## src/design/upi_config.svh

```systemverilog
/*
 * UPI controller build configuration
 * Memory sizes, machine-cycle divider and debug select width
 */
`ifndef UPI_CONFIG_SVH
`define UPI_CONFIG_SVH

// Program memory address bits, 2 KB
`define UPI_ROM_AW 11

// Data RAM address bits, 256 bytes
`define UPI_RAM_AW 8

// Clock enables per machine cycle
`define UPI_CEN_DIV 3

// Debug selector input width
`define UPI_ST_SEL_W 4

`endif

```

## src/design/upi_pkg.sv

```systemverilog
/*
 * UPI controller shared types
 * Host bus, RAM request, status byte layout and opcode values
 */
`default_nettype none

`include "upi_config.svh"

package upi_pkg;

    // Host slave bus, strobes active low
    typedef struct packed {
        logic       a0;
        logic       cs_n;
        logic       rd_n;
        logic       wr_n;
        logic [7:0] din;
    } host_bus_t;

    // Core to data RAM
    typedef struct packed {
        logic [`UPI_RAM_AW-1:0] addr;
        logic [7:0]             wdata;
        logic                   we;
    } ram_req_t;

    // Status byte as the host reads it, bit 7 first
    typedef struct packed {
        logic [3:0] user;
        logic       f1;
        logic       f0;
        logic       ibf;
        logic       obf;
    } upi_status_t;

    // 8048 encodings of the supported subset
    typedef enum logic [7:0] {
        NOP         = 8'h00,
        ADD_IMM     = 8'h03,
        MOV_A_IMM   = 8'h23,
        IN_DBB      = 8'h22,
        OUT_DBB     = 8'h02,
        OUTL_P1     = 8'h39,
        OUTL_P2     = 8'h3A,
        IN_P1       = 8'h09,
        IN_P2       = 8'h0A,
        MOV_R0_IMM  = 8'hB8,
        MOV_AT_R0_A = 8'hA0,
        MOV_A_AT_R0 = 8'hF0,
        // JMP page in the top 3 bits
        JMP_P0      = 8'h04,
        JMP_P1      = 8'h24,
        JMP_P2      = 8'h44,
        JMP_P3      = 8'h64,
        JMP_P4      = 8'h84,
        JMP_P5      = 8'hA4,
        JMP_P6      = 8'hC4,
        JMP_P7      = 8'hE4,
        JNIBF       = 8'hD6,
        JT0         = 8'h36,
        JNT0        = 8'h26,
        JT1         = 8'h56,
        JOBF        = 8'h86
    } upi_op_e;

endpackage

`default_nettype wire

```

## src/design/upi_host_port.sv

```systemverilog
/*
 * UPI host data bus port
 * DBBIN/DBBOUT buffers, IBF/OBF/F1 flags and strobe edge detection
 */
`timescale 1ns/10ps
`default_nettype none

module upi_host_port
    import upi_pkg::*;
(
    input  wire             clk,
    input  wire             rst_i,
    input  wire host_bus_t  host_i,
    output logic [7:0]      dout_o,
    output logic [7:0]      dbbin_o,
    output logic            ibf_o,
    output logic            obf_o,
    input  wire             dbb_rd_i,
    input  wire             dbb_wr_i,
    input  wire [7:0]       dbb_wdata_i
);

    // Previous strobe levels
    logic wr_n_q;
    logic rd_n_q;
    // DBBOUT selected during the read in progress
    logic rd_dbb_q;

    logic [7:0]  dbbin;
    logic [7:0]  dbbout;
    logic        ibf;
    logic        obf;
    logic        f1;
    upi_status_t status;

    logic wr_start;
    logic rd_done;

    // Falling wr_n while selected
    assign wr_start = !host_i.cs_n && wr_n_q && !host_i.wr_n;
    // Rising rd_n ends a DBBOUT read
    assign rd_done = !rd_n_q && host_i.rd_n && rd_dbb_q;

    always_ff @(posedge clk) begin
        if (rst_i) begin
            wr_n_q   <= 1'b1;
            rd_n_q   <= 1'b1;
            rd_dbb_q <= 1'b0;
        end else begin
            wr_n_q   <= host_i.wr_n;
            rd_n_q   <= host_i.rd_n;
            rd_dbb_q <= !host_i.cs_n && !host_i.a0;
        end
    end

    always_ff @(posedge clk) begin
        if (rst_i) begin
            ibf <= 1'b0;
            obf <= 1'b0;
            f1  <= 1'b0;
        end else begin
            // Host write beats a same-cycle IN_DBB
            if (wr_start) begin
                ibf <= 1'b1;
                f1  <= host_i.a0;
            end else if (dbb_rd_i) begin
                ibf <= 1'b0;
            end
            // OUT_DBB set wins over read completion
            if (dbb_wr_i) begin
                obf <= 1'b1;
            end else if (rd_done) begin
                obf <= 1'b0;
            end
        end
    end

    // Buffer bytes
    always_ff @(posedge clk) begin
        if (wr_start) begin
            dbbin <= host_i.din;
        end
        if (dbb_wr_i) begin
            dbbout <= dbb_wdata_i;
        end
    end

    assign status = '{user: 4'd0, f1: f1, f0: 1'b0, ibf: ibf, obf: obf};

    // Host read mux, a0 high selects status
    always_comb begin
        if (!host_i.cs_n && !host_i.rd_n) begin
            dout_o = host_i.a0 ? status : dbbout;
        end else begin
            dout_o = 8'd0;
        end
    end

    assign dbbin_o = dbbin;
    assign ibf_o   = ibf;
    assign obf_o   = obf;

endmodule

`default_nettype wire

```

## config.mk

```make
export PLATFORM = sky130hd
export DESIGN_NAME = upi_host_port
export DESIGN_NICKNAME = d
export VERILOG_FILES = /design/src/design/upi_pkg.sv /design/src/design/upi_host_port.sv
export VERILOG_INCLUDE_DIRS = /design/src /design/src/design
export SDC_FILE = /design/constraint.sdc
export NUM_CORES = 1
export LEC_CHECK = 0
export ABC_CLOCK_PERIOD_IN_PS = 1340
export BUFFER_PORTS_ARGS = -buffer_cell sky130_fd_sc_hd__buf_2
export CORE_MARGIN = 1
export CORE_UTILIZATION = 42
export CTS_CLUSTER_SIZE = 24
export DETAILED_ROUTE_END_ITERATION = 8
export PLACE_DENSITY_LB_ADDON = 0.08
export SLEW_MARGIN = 15
export SYNTH_ARGS = -nofsm -noshare
export SYNTH_HDL_FRONTEND = slang
export SYNTH_SLANG_ARGS = --single-unit
export TNS_END_PERCENT = 20
```

## constraint.sdc

```tcl
create_clock -name clk -period 1.34 [get_ports clk]
set_input_delay 0.067 -clock clk [delete_from_list [all_inputs] [get_ports clk]]
set_output_delay 0.067 -clock clk [all_outputs]
set_load 0.1 [all_outputs]
```

==> metrics.md <==
| Metric | Value |
|---|---|
| Cts bufs inserted | `3` |
| Vias in the first global route | `between 600 and 700` |
| Setup TNS Final | `0 ns` |
| Initial antenna violation count | `0` |
| Residual DRC | `0` |
| Overall global routing resource usage | `20.0%` |
| Slowest stage cell, crit path | `edfxtp_1` |
| Ant. Diodes | `0` |
| Final-report hold violation count | `0` |
| Worst setup SP type | `flop` |
| First-pass DRT Iterations | `4` |
| Post-Route Utilization | `81.6%` |
| Cell leakage power | `0.000588 uW` |
| Syn_area_per_cell | `approximately 17 um2` |
| Max IR drop VDD | `0.887 mV` |
| Layout Skew | `0.000535 ns` |
| Post-Syn Instances | `47` |
| Largest net degree at the start of global routing | `14` |
| Busiest grt layer | `met2` |
| CTS Sinks | `22` |
| Power, Total | `1620 uW` |
| Initial DRC count | `13` |
| Fin nets | `between 100 and 150` |
| GR Overflow Total | `0` |
| H-tree Lvls | `1` |
| Fmax | `around 0.78 GHz` |
| Critical Path Max Stage Delay | `~0.40 ns` |
| Worst R2R Path Depth | `1` |
| Top Ports | `42` |
| Layout cells sized above 1 | `approximately half` |
| Post-layout min period | `1.27 ns` |
| Post-synth EDFFs | `16` |
| Crit path depth | `3` |
| Crit-path leading delay family | `flip-flops` |
| Via count | `608` |
| Rel. slew slack | `approximately two thirds` |
| YS warnings | `0` |
| Power Dens Cells | `between 1000 and 1500 nW/um2` |
| Hold Path End | `ibf_o` |
| Critical Path RT | `between 1 and 1.5 ns` |
| Share of the yosys chip area belonging to registers | `75.8%` |
| CP endpoint kind | `output pin` |
| Clock root buffer | `clkbuf_4` |
| Final period utilization | `about 95%` |
| Most frequent cells in the layout | `33 x buf_2, 18 x dlygate4sd3_1, 16 x edfxtp_1, 8 x buf_12, 5 x and2_1` |
| Fill cells | `approximately 110` |
| Reg-to-reg slack, setup | `about 0.22 ns` |
| Core Area | `~1700 um2` |
| CP bufs+invs | `1` |
| Initial Utilization | `45.4%` |
| R2r startpoint | `wr_n_q` |
| CTS max path bufs | `2` |
| Vias per cell | `4.54` |
| DIE AREA | `approximately 2100 um2` |
| Met2 Usage GRT | `about a third` |
| Final count of pins violating max slew | `0` |
| Port Buffers | `between 40 and 50` |
| Mapped Area | `between 700 and 800 um2` |
| Most common cell after layout, fill and taps aside | `buf_2` |
| Synth async-reset ratio | `0%` |
| WS Path Type | `flop to output pin` |
| Global-route wire length before repair | `2.79 mm` |
| Slew @ Worst Pin | `0.502 ns` |
| Cells along the critical path | `mux2i_4 -> nor3_4 -> buf_12` |
| Crit path DAT | `roughly 1.2 ns` |
| Crit Path Max Fanout | `1` |
| GP Congestion | `roughly 0.75` |
| FP Rows | `15` |
| Unrepaired setup endpoints after global routing | `false` |
| HP Class | `input pin to flop` |
| CTS tree | `built` |
| CTS clk-pin slew, worst paths | `around 0.12 ns` |
| Ys flop type | `edfxtp_1` |
| Synthesized net count | `71` |
| Synth unique cells | `14` |
| Layout area overhead | `79.8%` |
| Worst hold path depth | `3` |
| Antenna Nets Post-Route | `0` |
| Max cap viols | `0` |
| Final setup fails | `0` |
| Min-delay src | `dbb_rd_i` |
| Outcome | `finished, final reports clean` |
| Chip height | `~45 um` |
| Total wire length | `about 1.7 mm` |
| Routed WL per cell | `approximately 12 um` |
| Die width | `45.4 um` |
| M1 GR Usage | `a little under a quarter` |
| Number of synthesized register bits | `22` |
| Latest clock arrival within the worst-skew pair | `about 0.3 ns` |
| RR Endpoint | `dbbin_o[2]` |
| M3 GR Usage | `4.76%` |
## state kept, by name, summed over array words and instances, names as in the netlist
name / flops
dbbin_o: 8
dbbout: 8
f1: 1
ibf_o: 1
obf_o: 1
rd_dbb_q: 1
rd_n_q: 1
wr_n_q: 1
## through the flow
stage,area (um2),setup slack (ns),hold slack [ns],std cells
final,1420,0.0659,0.0520,134
after CTS,1410,0.0463,0.0511,134
after global routing,1420,0.0204,0.0507,134
after global placement,1180,0.268,0.245,112
after detailed placement,1180,0.232,0.246,112
after floorplan,833,-0.232,0.136,47
## final cells by class
class | count | area (um2) | area share [%]
clock buffers | 3 | 22.5 | 1.58
clock inverters | 1 | 30.0 | 2.11
multi-input cells | 24 | 226 | 15.9
repair buffers | 59 | 505 | 35.5
flip-flops and latches | 22 | 608 | 42.7
well taps | 25 | 31.3 | 2.20
## where the power goes
| part | switching, uW | total (uW) | internal [uW] |
|---|---|---|---|
| Combinational | 221 | 344 | 123 |
| Clock | 192 | 494 | 302 |
| Sequential | 13.5 | 784 | 770 |
| Total | 427 | 1620 | 1190 |
## routing by layer
metal	part of all wire, %	vias to the layer above
met3	4.7	2
li1	-	298
met4	1.3	0
met5	0	-
met2	54	33
met1	40	275
## cell usage after synthesis (2+ instances only)
cell type / instances / area (um2)
mux2i_1: 4 / 40.0
or2_1: 2 / 12.5
and2_1: 5 / 31.3
edfxtp_1: 16 / 480
nor3_1: 5 / 25.0
nand2b_1: 2 / 12.5
dfxtp_1: 6 / 120
## kinds of logic after synthesis
kind of cell	share of synthesized area, %
buf+inv	1.42
flops	75.8
simple gates	16.4
compound gates	1.26
mux	5.06
## how the worst max path moves through the flow
| stage | to | startpoint | slack (ns) |
|---|---|---|---|
| floorplan | dout_o[0] | obf_o | -0.23 |
| global placement | dbbin_o[4] | wr_n_q | 0.27 |
| CTS | dout_o[0] | dbbout[0] | 0.05 |
| detailed placement | dbbin_o[2] | host_i[10] | 0.23 |
| finish | dout_o[0] | dbbout[0] | 0.07 |
| global route | dout_o[0] | dbbout[0] | 0.02 |
## repair_timing
item / 4_1_cts / 5_1_grt
buffers inserted: 0 / 0
resized for setup: 0 / 2
setup endpoints to repair: 0 / 1
hold buffers: 18 / 0
endpoints found under the hold margin: 19 / 0
No activity file was read; power rests on OpenSTA's default activity.
