$ cat src/design/upi_config.svh
/*
 * UPI controller build configuration
 * Memory sizes, machine-cycle divider and debug select width
 */
`ifndef UPI_CONFIG_SVH
`define UPI_CONFIG_SVH

// Program memory address bits, 2 KB
`define UPI_ROM_AW 11

// Data RAM address bits, 256 bytes
`define UPI_RAM_AW 8

// Clock enables per machine cycle
`define UPI_CEN_DIV 3

// Debug selector input width
`define UPI_ST_SEL_W 4

`endif

$ cat src/design/upi_pkg.sv
/*
 * UPI controller shared types
 * Host bus, RAM request, status byte layout and opcode values
 */
`default_nettype none

`include "upi_config.svh"

package upi_pkg;

    // Host slave bus, strobes active low
    typedef struct packed {
        logic       a0;
        logic       cs_n;
        logic       rd_n;
        logic       wr_n;
        logic [7:0] din;
    } host_bus_t;

    // Core to data RAM
    typedef struct packed {
        logic [`UPI_RAM_AW-1:0] addr;
        logic [7:0]             wdata;
        logic                   we;
    } ram_req_t;

    // Status byte as the host reads it, bit 7 first
    typedef struct packed {
        logic [3:0] user;
        logic       f1;
        logic       f0;
        logic       ibf;
        logic       obf;
    } upi_status_t;

    // 8048 encodings of the supported subset
    typedef enum logic [7:0] {
        NOP         = 8'h00,
        ADD_IMM     = 8'h03,
        MOV_A_IMM   = 8'h23,
        IN_DBB      = 8'h22,
        OUT_DBB     = 8'h02,
        OUTL_P1     = 8'h39,
        OUTL_P2     = 8'h3A,
        IN_P1       = 8'h09,
        IN_P2       = 8'h0A,
        MOV_R0_IMM  = 8'hB8,
        MOV_AT_R0_A = 8'hA0,
        MOV_A_AT_R0 = 8'hF0,
        // JMP page in the top 3 bits
        JMP_P0      = 8'h04,
        JMP_P1      = 8'h24,
        JMP_P2      = 8'h44,
        JMP_P3      = 8'h64,
        JMP_P4      = 8'h84,
        JMP_P5      = 8'hA4,
        JMP_P6      = 8'hC4,
        JMP_P7      = 8'hE4,
        JNIBF       = 8'hD6,
        JT0         = 8'h36,
        JNT0        = 8'h26,
        JT1         = 8'h56,
        JOBF        = 8'h86
    } upi_op_e;

endpackage

`default_nettype wire

$ cat src/design/upi_exec_core.sv
/*
 * UPI instruction engine
 * Machine-cycle strobe, fetch/operand sequencer and accumulator datapath
 * for a reduced 8048-encoded instruction set
 */
`timescale 1ns/10ps
`default_nettype none

`include "upi_config.svh"

module upi_exec_core
    import upi_pkg::*;
(
    input  wire                    clk,
    input  wire                    rst_i,
    input  wire                    cen_i,
    output logic [`UPI_ROM_AW-1:0] rom_addr_o,
    input  wire [7:0]              rom_data_i,
    output ram_req_t               ram_req_o,
    input  wire [7:0]              ram_data_i,
    input  wire [7:0]              dbbin_i,
    input  wire                    ibf_i,
    input  wire                    obf_i,
    output logic                   dbb_rd_o,
    output logic                   dbb_wr_o,
    output logic [7:0]             dbb_wdata_o,
    input  wire [7:0]              p1_i,
    input  wire [7:0]              p2_i,
    output logic [7:0]             p1_o,
    output logic [7:0]             p2_o,
    input  wire                    t0_i,
    input  wire                    t1_i,
    output logic [7:0]             acc_o
);

    localparam int DIV_W = $clog2(`UPI_CEN_DIV);

    typedef enum logic {
        S_FETCH,
        S_OPER
    } seq_e;

    logic [DIV_W-1:0]       cen_cnt;
    logic                   mcyc_stb;
    logic                   fetch_stb;
    seq_e                   state;
    logic [`UPI_ROM_AW-1:0] pc;
    upi_op_e                ir;
    upi_op_e                op_now;
    logic [7:0]             acc;
    logic [`UPI_RAM_AW-1:0] r0;

    // Opcodes followed by an operand byte
    function automatic logic is_two_byte(input upi_op_e op);
        case (op)
            ADD_IMM, MOV_A_IMM, MOV_R0_IMM: return 1'b1;
            JNIBF, JT0, JNT0, JT1, JOBF: return 1'b1;
            JMP_P0, JMP_P1, JMP_P2, JMP_P3: return 1'b1;
            JMP_P4, JMP_P5, JMP_P6, JMP_P7: return 1'b1;
            default: return 1'b0;
        endcase
    endfunction

    // Machine cycle every third enabled clk
    assign mcyc_stb = cen_i && (cen_cnt == DIV_W'(`UPI_CEN_DIV - 1));

    always_ff @(posedge clk) begin
        if (rst_i) begin
            cen_cnt <= '0;
        end else if (cen_i) begin
            if (mcyc_stb) begin
                cen_cnt <= '0;
            end else begin
                cen_cnt <= cen_cnt + 1'b1;
            end
        end
    end

    // ROM byte at pc is ready well before the next strobe
    assign op_now    = upi_op_e'(rom_data_i);
    assign fetch_stb = mcyc_stb && (state == S_FETCH);

    // Single-cycle side effects of one-byte opcodes
    assign dbb_rd_o    = fetch_stb && (op_now == IN_DBB);
    assign dbb_wr_o    = fetch_stb && (op_now == OUT_DBB);
    assign dbb_wdata_o = acc;

    // RAM always addressed by R0, read data settles within the cycle
    assign ram_req_o = '{addr: r0, wdata: acc, we: fetch_stb && (op_now == MOV_AT_R0_A)};

    always_ff @(posedge clk) begin
        if (rst_i) begin
            state <= S_FETCH;
            pc    <= '0;
            acc   <= 8'd0;
            r0    <= '0;
            p1_o  <= 8'hFF;
            p2_o  <= 8'hFF;
        end else if (mcyc_stb) begin
            // Default step to the next byte
            pc <= pc + 1'b1;
            case (state)
                S_FETCH: begin
                    ir <= op_now;
                    if (is_two_byte(op_now)) begin
                        state <= S_OPER;
                    end
                    case (op_now)
                        IN_DBB:      acc  <= dbbin_i;
                        OUTL_P1:     p1_o <= acc;
                        OUTL_P2:     p2_o <= acc;
                        IN_P1:       acc  <= p1_i;
                        IN_P2:       acc  <= p2_i;
                        MOV_A_AT_R0: acc  <= ram_data_i;
                        // NOP, OUT_DBB, RAM write and unknowns
                        default: ;
                    endcase
                end
                S_OPER: begin
                    state <= S_FETCH;
                    case (ir)
                        ADD_IMM:    acc <= acc + rom_data_i;
                        MOV_A_IMM:  acc <= rom_data_i;
                        MOV_R0_IMM: r0  <= rom_data_i;
                        // Conditional jumps stay in the current page
                        JNIBF: if (!ibf_i) pc[7:0] <= rom_data_i;
                        JT0:   if (t0_i)   pc[7:0] <= rom_data_i;
                        JNT0:  if (!t0_i)  pc[7:0] <= rom_data_i;
                        JT1:   if (t1_i)   pc[7:0] <= rom_data_i;
                        JOBF:  if (obf_i)  pc[7:0] <= rom_data_i;
                        // Page from opcode top bits
                        JMP_P0, JMP_P1, JMP_P2, JMP_P3,
                        JMP_P4, JMP_P5, JMP_P6, JMP_P7: begin
                            pc <= {ir[7:5], rom_data_i};
                        end
                        default: ;
                    endcase
                end
                default: state <= S_FETCH;
            endcase
        end
    end

    assign rom_addr_o = pc;
    assign acc_o      = acc;

endmodule

`default_nettype wire

$ cat config.mk
export PLATFORM = sky130hd
export DESIGN_NAME = upi_exec_core
export DESIGN_NICKNAME = d
export VERILOG_FILES = /design/src/design/upi_pkg.sv /design/src/design/upi_exec_core.sv
export VERILOG_INCLUDE_DIRS = /design/src /design/src/design
export SDC_FILE = /design/constraint.sdc
export NUM_CORES = 1
export LEC_CHECK = 0
export BUFFER_PORTS_ARGS = -buffer_cell sky130_fd_sc_hd__buf_4
export CORE_UTILIZATION = 50
export DETAILED_ROUTE_END_ITERATION = 6
export GPL_TIMING_DRIVEN = 1
export PLACE_DENSITY = 0.75
export SLEW_MARGIN = 10
export SYNTH_ARGS = -nofsm -noshare
export SYNTH_HDL_FRONTEND = slang
export SYNTH_SLANG_ARGS = --single-unit
$ cat constraint.sdc
create_clock -name clk -period 2.8 [get_ports clk]
set_input_delay 0.42 -clock clk [delete_from_list [all_inputs] [get_ports clk]]
set_output_delay 0.42 -clock clk [all_outputs]
set_load 0.03 [all_outputs]
==> results_dict.tcl <==
set metrics [dict create \
    max_stage_delay_ps 540 \
    async_reset_ff_share_pct 0 \
    io_pins 109 \
    dieArea_um2 7340 \
    synth_commonest_cells "nand2_1 (47), dfxtp_1 (46), nor2_1 (34)" \
    critPathLaunchType "input pin" \
    antenna_found_initial 0 \
    regArea_um2 1160 \
    cts_tree "built" \
    firstDrtPassIters 4 \
    cp_cell_sequence "buf_4 > or4b_4 > or3b_2 > nor4b_2 > buf_4" \
    min_from "rom_data_i[2]" \
    drtIter0Drc 292 \
    die_x_um 85.7 \
    start_util_pct 51.5 \
    min_period_over_period_pct 91.0 \
    hold_end "ir[2]" \
    layout.nets 557 \
    grt_pass1_wl_um 15100 \
    hold_depth 1 \
    diodes 0 \
    cts.path.max_buffers 2 \
    cts_setup_buffers 0 \
    synth_most_common_cell "nand2_1" \
    final_cells 598 \
    final.setup.tns_ps 0 \
    path_class "input pin to output pin" \
    worst-r2r-cell-count 7 \
    grt_max_degree 33 \
    tightest_slew_ps 925 \
    ys_types 70 \
    vdd_drop_max_uv 172 \
    critPathSlowestCell "or4b_4" \
    die_h_um 85.7 \
    synth_nets 475 \
    fin_skew_ps 6.25 \
    r2r_slack_ps 410 \
    port-buffer-count 108 \
    cts-root-buf "clkbuf_8" \
    sw_frac_of_total_pct 25.1 \
    areaGrowthSynthToFinish_pct 24.8 \
    path_clk_slew_ps 100 \
    netlist_top_cells_area "dfxtp_1 (26%), mux2i_1 (7.7%), edfxtp_1 (6.9%), nand2_1 (5.0%), nor2_1 (3.6%)" \
    final_antenna_net_count 0 \
    gp_congestion 0.972 \
    dp_hpwl_um 6830 \
    p_clk_share_pct 30.6 \
    cts_buffers 5 \
    rows 30 \
    drt_wl_total_um 9190 \
    critPathMaxFanout 14 \
    r2r_start "acc_o[4]" \
    report.final.slew_viol_count 0 \
    setup_viol 0 \
    multiInputGateArea_um2 2070 \
    maxCapViolations 0 \
    vias_per_cell 5.76 \
    finalCriticalPeriod_ps 2550 \
    p_int_mw 1.04 \
    seq_power_share_pct 57.3 \
    synthCells 419 \
    dp_cells 590 \
    core_um2 6790 \
    routedWlPerCell_um 15.4 \
    cp-end-kind "output pin" \
    synth_flop_cell "dfxtp_1" \
    ys_seq_elements 54 \
    worstPathArrival_ps 2130 \
    yosys_warnings 0 \
    clock_sinks 54 \
    clk_latency_ps 300 \
    h-tree-depth 2 \
    synth-edff-count 8 \
    post_cts_resized 0 \
    synth_largest_area_cell "dfxtp_1" \
    overflow 0 \
    ys_seq_area_share_pct 33.2 \
    crit_top_cell "buf_4" \
    cts_hold_buf 0 \
    avgSynthCellArea_um2 8.35 \
    grt_use_total_pct 25.5 \
    slew_headroom_pct 38.3 \
    post-route-drc-count 0 \
    timing.final.hold_violations 0 \
    n_fill_cell 609 \
    num_vias 3443 \
    timing.fmax_mhz 392 \
    hp-class "input pin to register" \
    worstReg2RegEnd "acc_o[7]" \
    powerDensity_nw_per_um2 318 \
    comb_power_share_pct 12.1 \
    leakagePower_nw 1.78 \
    required_ps 2380 \
    netlist.area_leader.share_pct 26.3 \
    status "finished clean" \
    grt_pass1_vias 3162 \
    rsz0062_at_grt "false" \
    switching_power_uw 348 \
    syn_area_um2 3500 \
    drive_gt1_share_pct 28.5 \
]
[flip-flops by register name, summed over array words and instances, names as in the netlist]
name and count:
rom_addr_o 11, p2_o 8, ir 8, state 1, p1_o 8, r0 8
acc_o 8, cen_cnt 2
[final cells by class]
type                            count  area share, %
Clock inverter                      3          0.372
Clock buffer                        5           1.58
Sequential cell                    54           26.6
Tap cell                           96           2.75
Multi-Input combinational cell    312           47.4
Timing Repair Buffer              120           20.6
Inverter                            8          0.687
[worst max-delay path by stage]
stage,startpoint,end,slack (ps),cells after the start
floorplan,rom_data_i[0],ram_req_o[0],290,3
global placement,rom_data_i[1],ram_req_o[0],290,5
detailed placement,rom_data_i[1],ram_req_o[0],280,5
CTS,rom_data_i[1],ram_req_o[0],270,5
global route,rom_data_i[1],ram_req_o[0],210,5
finish,rom_data_i[1],ram_req_o[0],250,5
[power by group through the flow]
| stage | sequential, mW | clock (mW) | combinational [mW] |
|---|---|---|---|
| after detailed placement | 0.815 | 0 | 0.166 |
| after CTS | 0.797 | 0.429 | 0.167 |
| after floorplan | 0.817 | 0 | 0.0795 |
| after global routing | 0.799 | 0.471 | 0.184 |
| final | 0.797 | 0.425 | 0.168 |
| after global placement | 0.815 | 0 | 0.164 |
[cell families after synthesis]
family | count (synthesis) | synth area share [%]
adders and majority gates | 9 | 3.43
and+or+nand+nor | 176 | 27.4
AOI/OAI and AO/OA | 92 | 18.3
DFF | 54 | 33.2
buffers and inverters | 53 | 7.83
xor gates and xnor gates | 6 | 1.50
muxes | 29 | 8.37
[stage by stage]
step	area [um^2]	power (mW)	setup slack (ps)	utilization, %	hold slack, ps
detailed placement	4280	0.981	278	63.0	463
CTS	4370	1.39	267	64.3	362
floorplan	3510	0.897	294	-	472
global placement	4280	0.979	287	63.0	458
global route	4370	1.45	209	64.3	360
finish	4370	1.39	251	64.3	367
[worst max-delay path: cells and delay by family]
| kind | cells | cell delay [ps] |
|---|---|---|
| buffers and inverters | 2 | 380 |
| and+or+nand+nor | 3 | 1330 |
[cells in the final DEF (no fill, tap or decap), types with 6 or more instances in the layout]
master | netlist | layout
nand2_1 | 47 | 47
mux2i_1 | 27 | 27
a211oi_1 | 6 | 6
edfxtp_1 | 8 | 8
o21ai_0 | 16 | 16
ha_1 | 8 | 8
inv_1 | 8 | 8
nand4_1 | 7 | 7
nor2_1 | 34 | 34
nor3_1 | 6 | 6
o31ai_1 | 6 | 6
a21oi_1 | 20 | 20
nor2b_1 | 7 | 7
buf_4 | 16 | 120
dfxtp_1 | 46 | 46
a22oi_1 | 8 | 8
nand3_1 | 23 | 23
[routing by layer]
metal / up-vias / part of all wire (%) / GRT usage, %
met1: 1600 / 44 / 34.3
met2: 143 / 48 / 43.1
li1: 1692 / - / -
met3: 8 / 6.9 / 3.46
met5: - / 0 / 0
met4: 0 / 1.1 / 6.82
(Power assumes the default switching activity.)
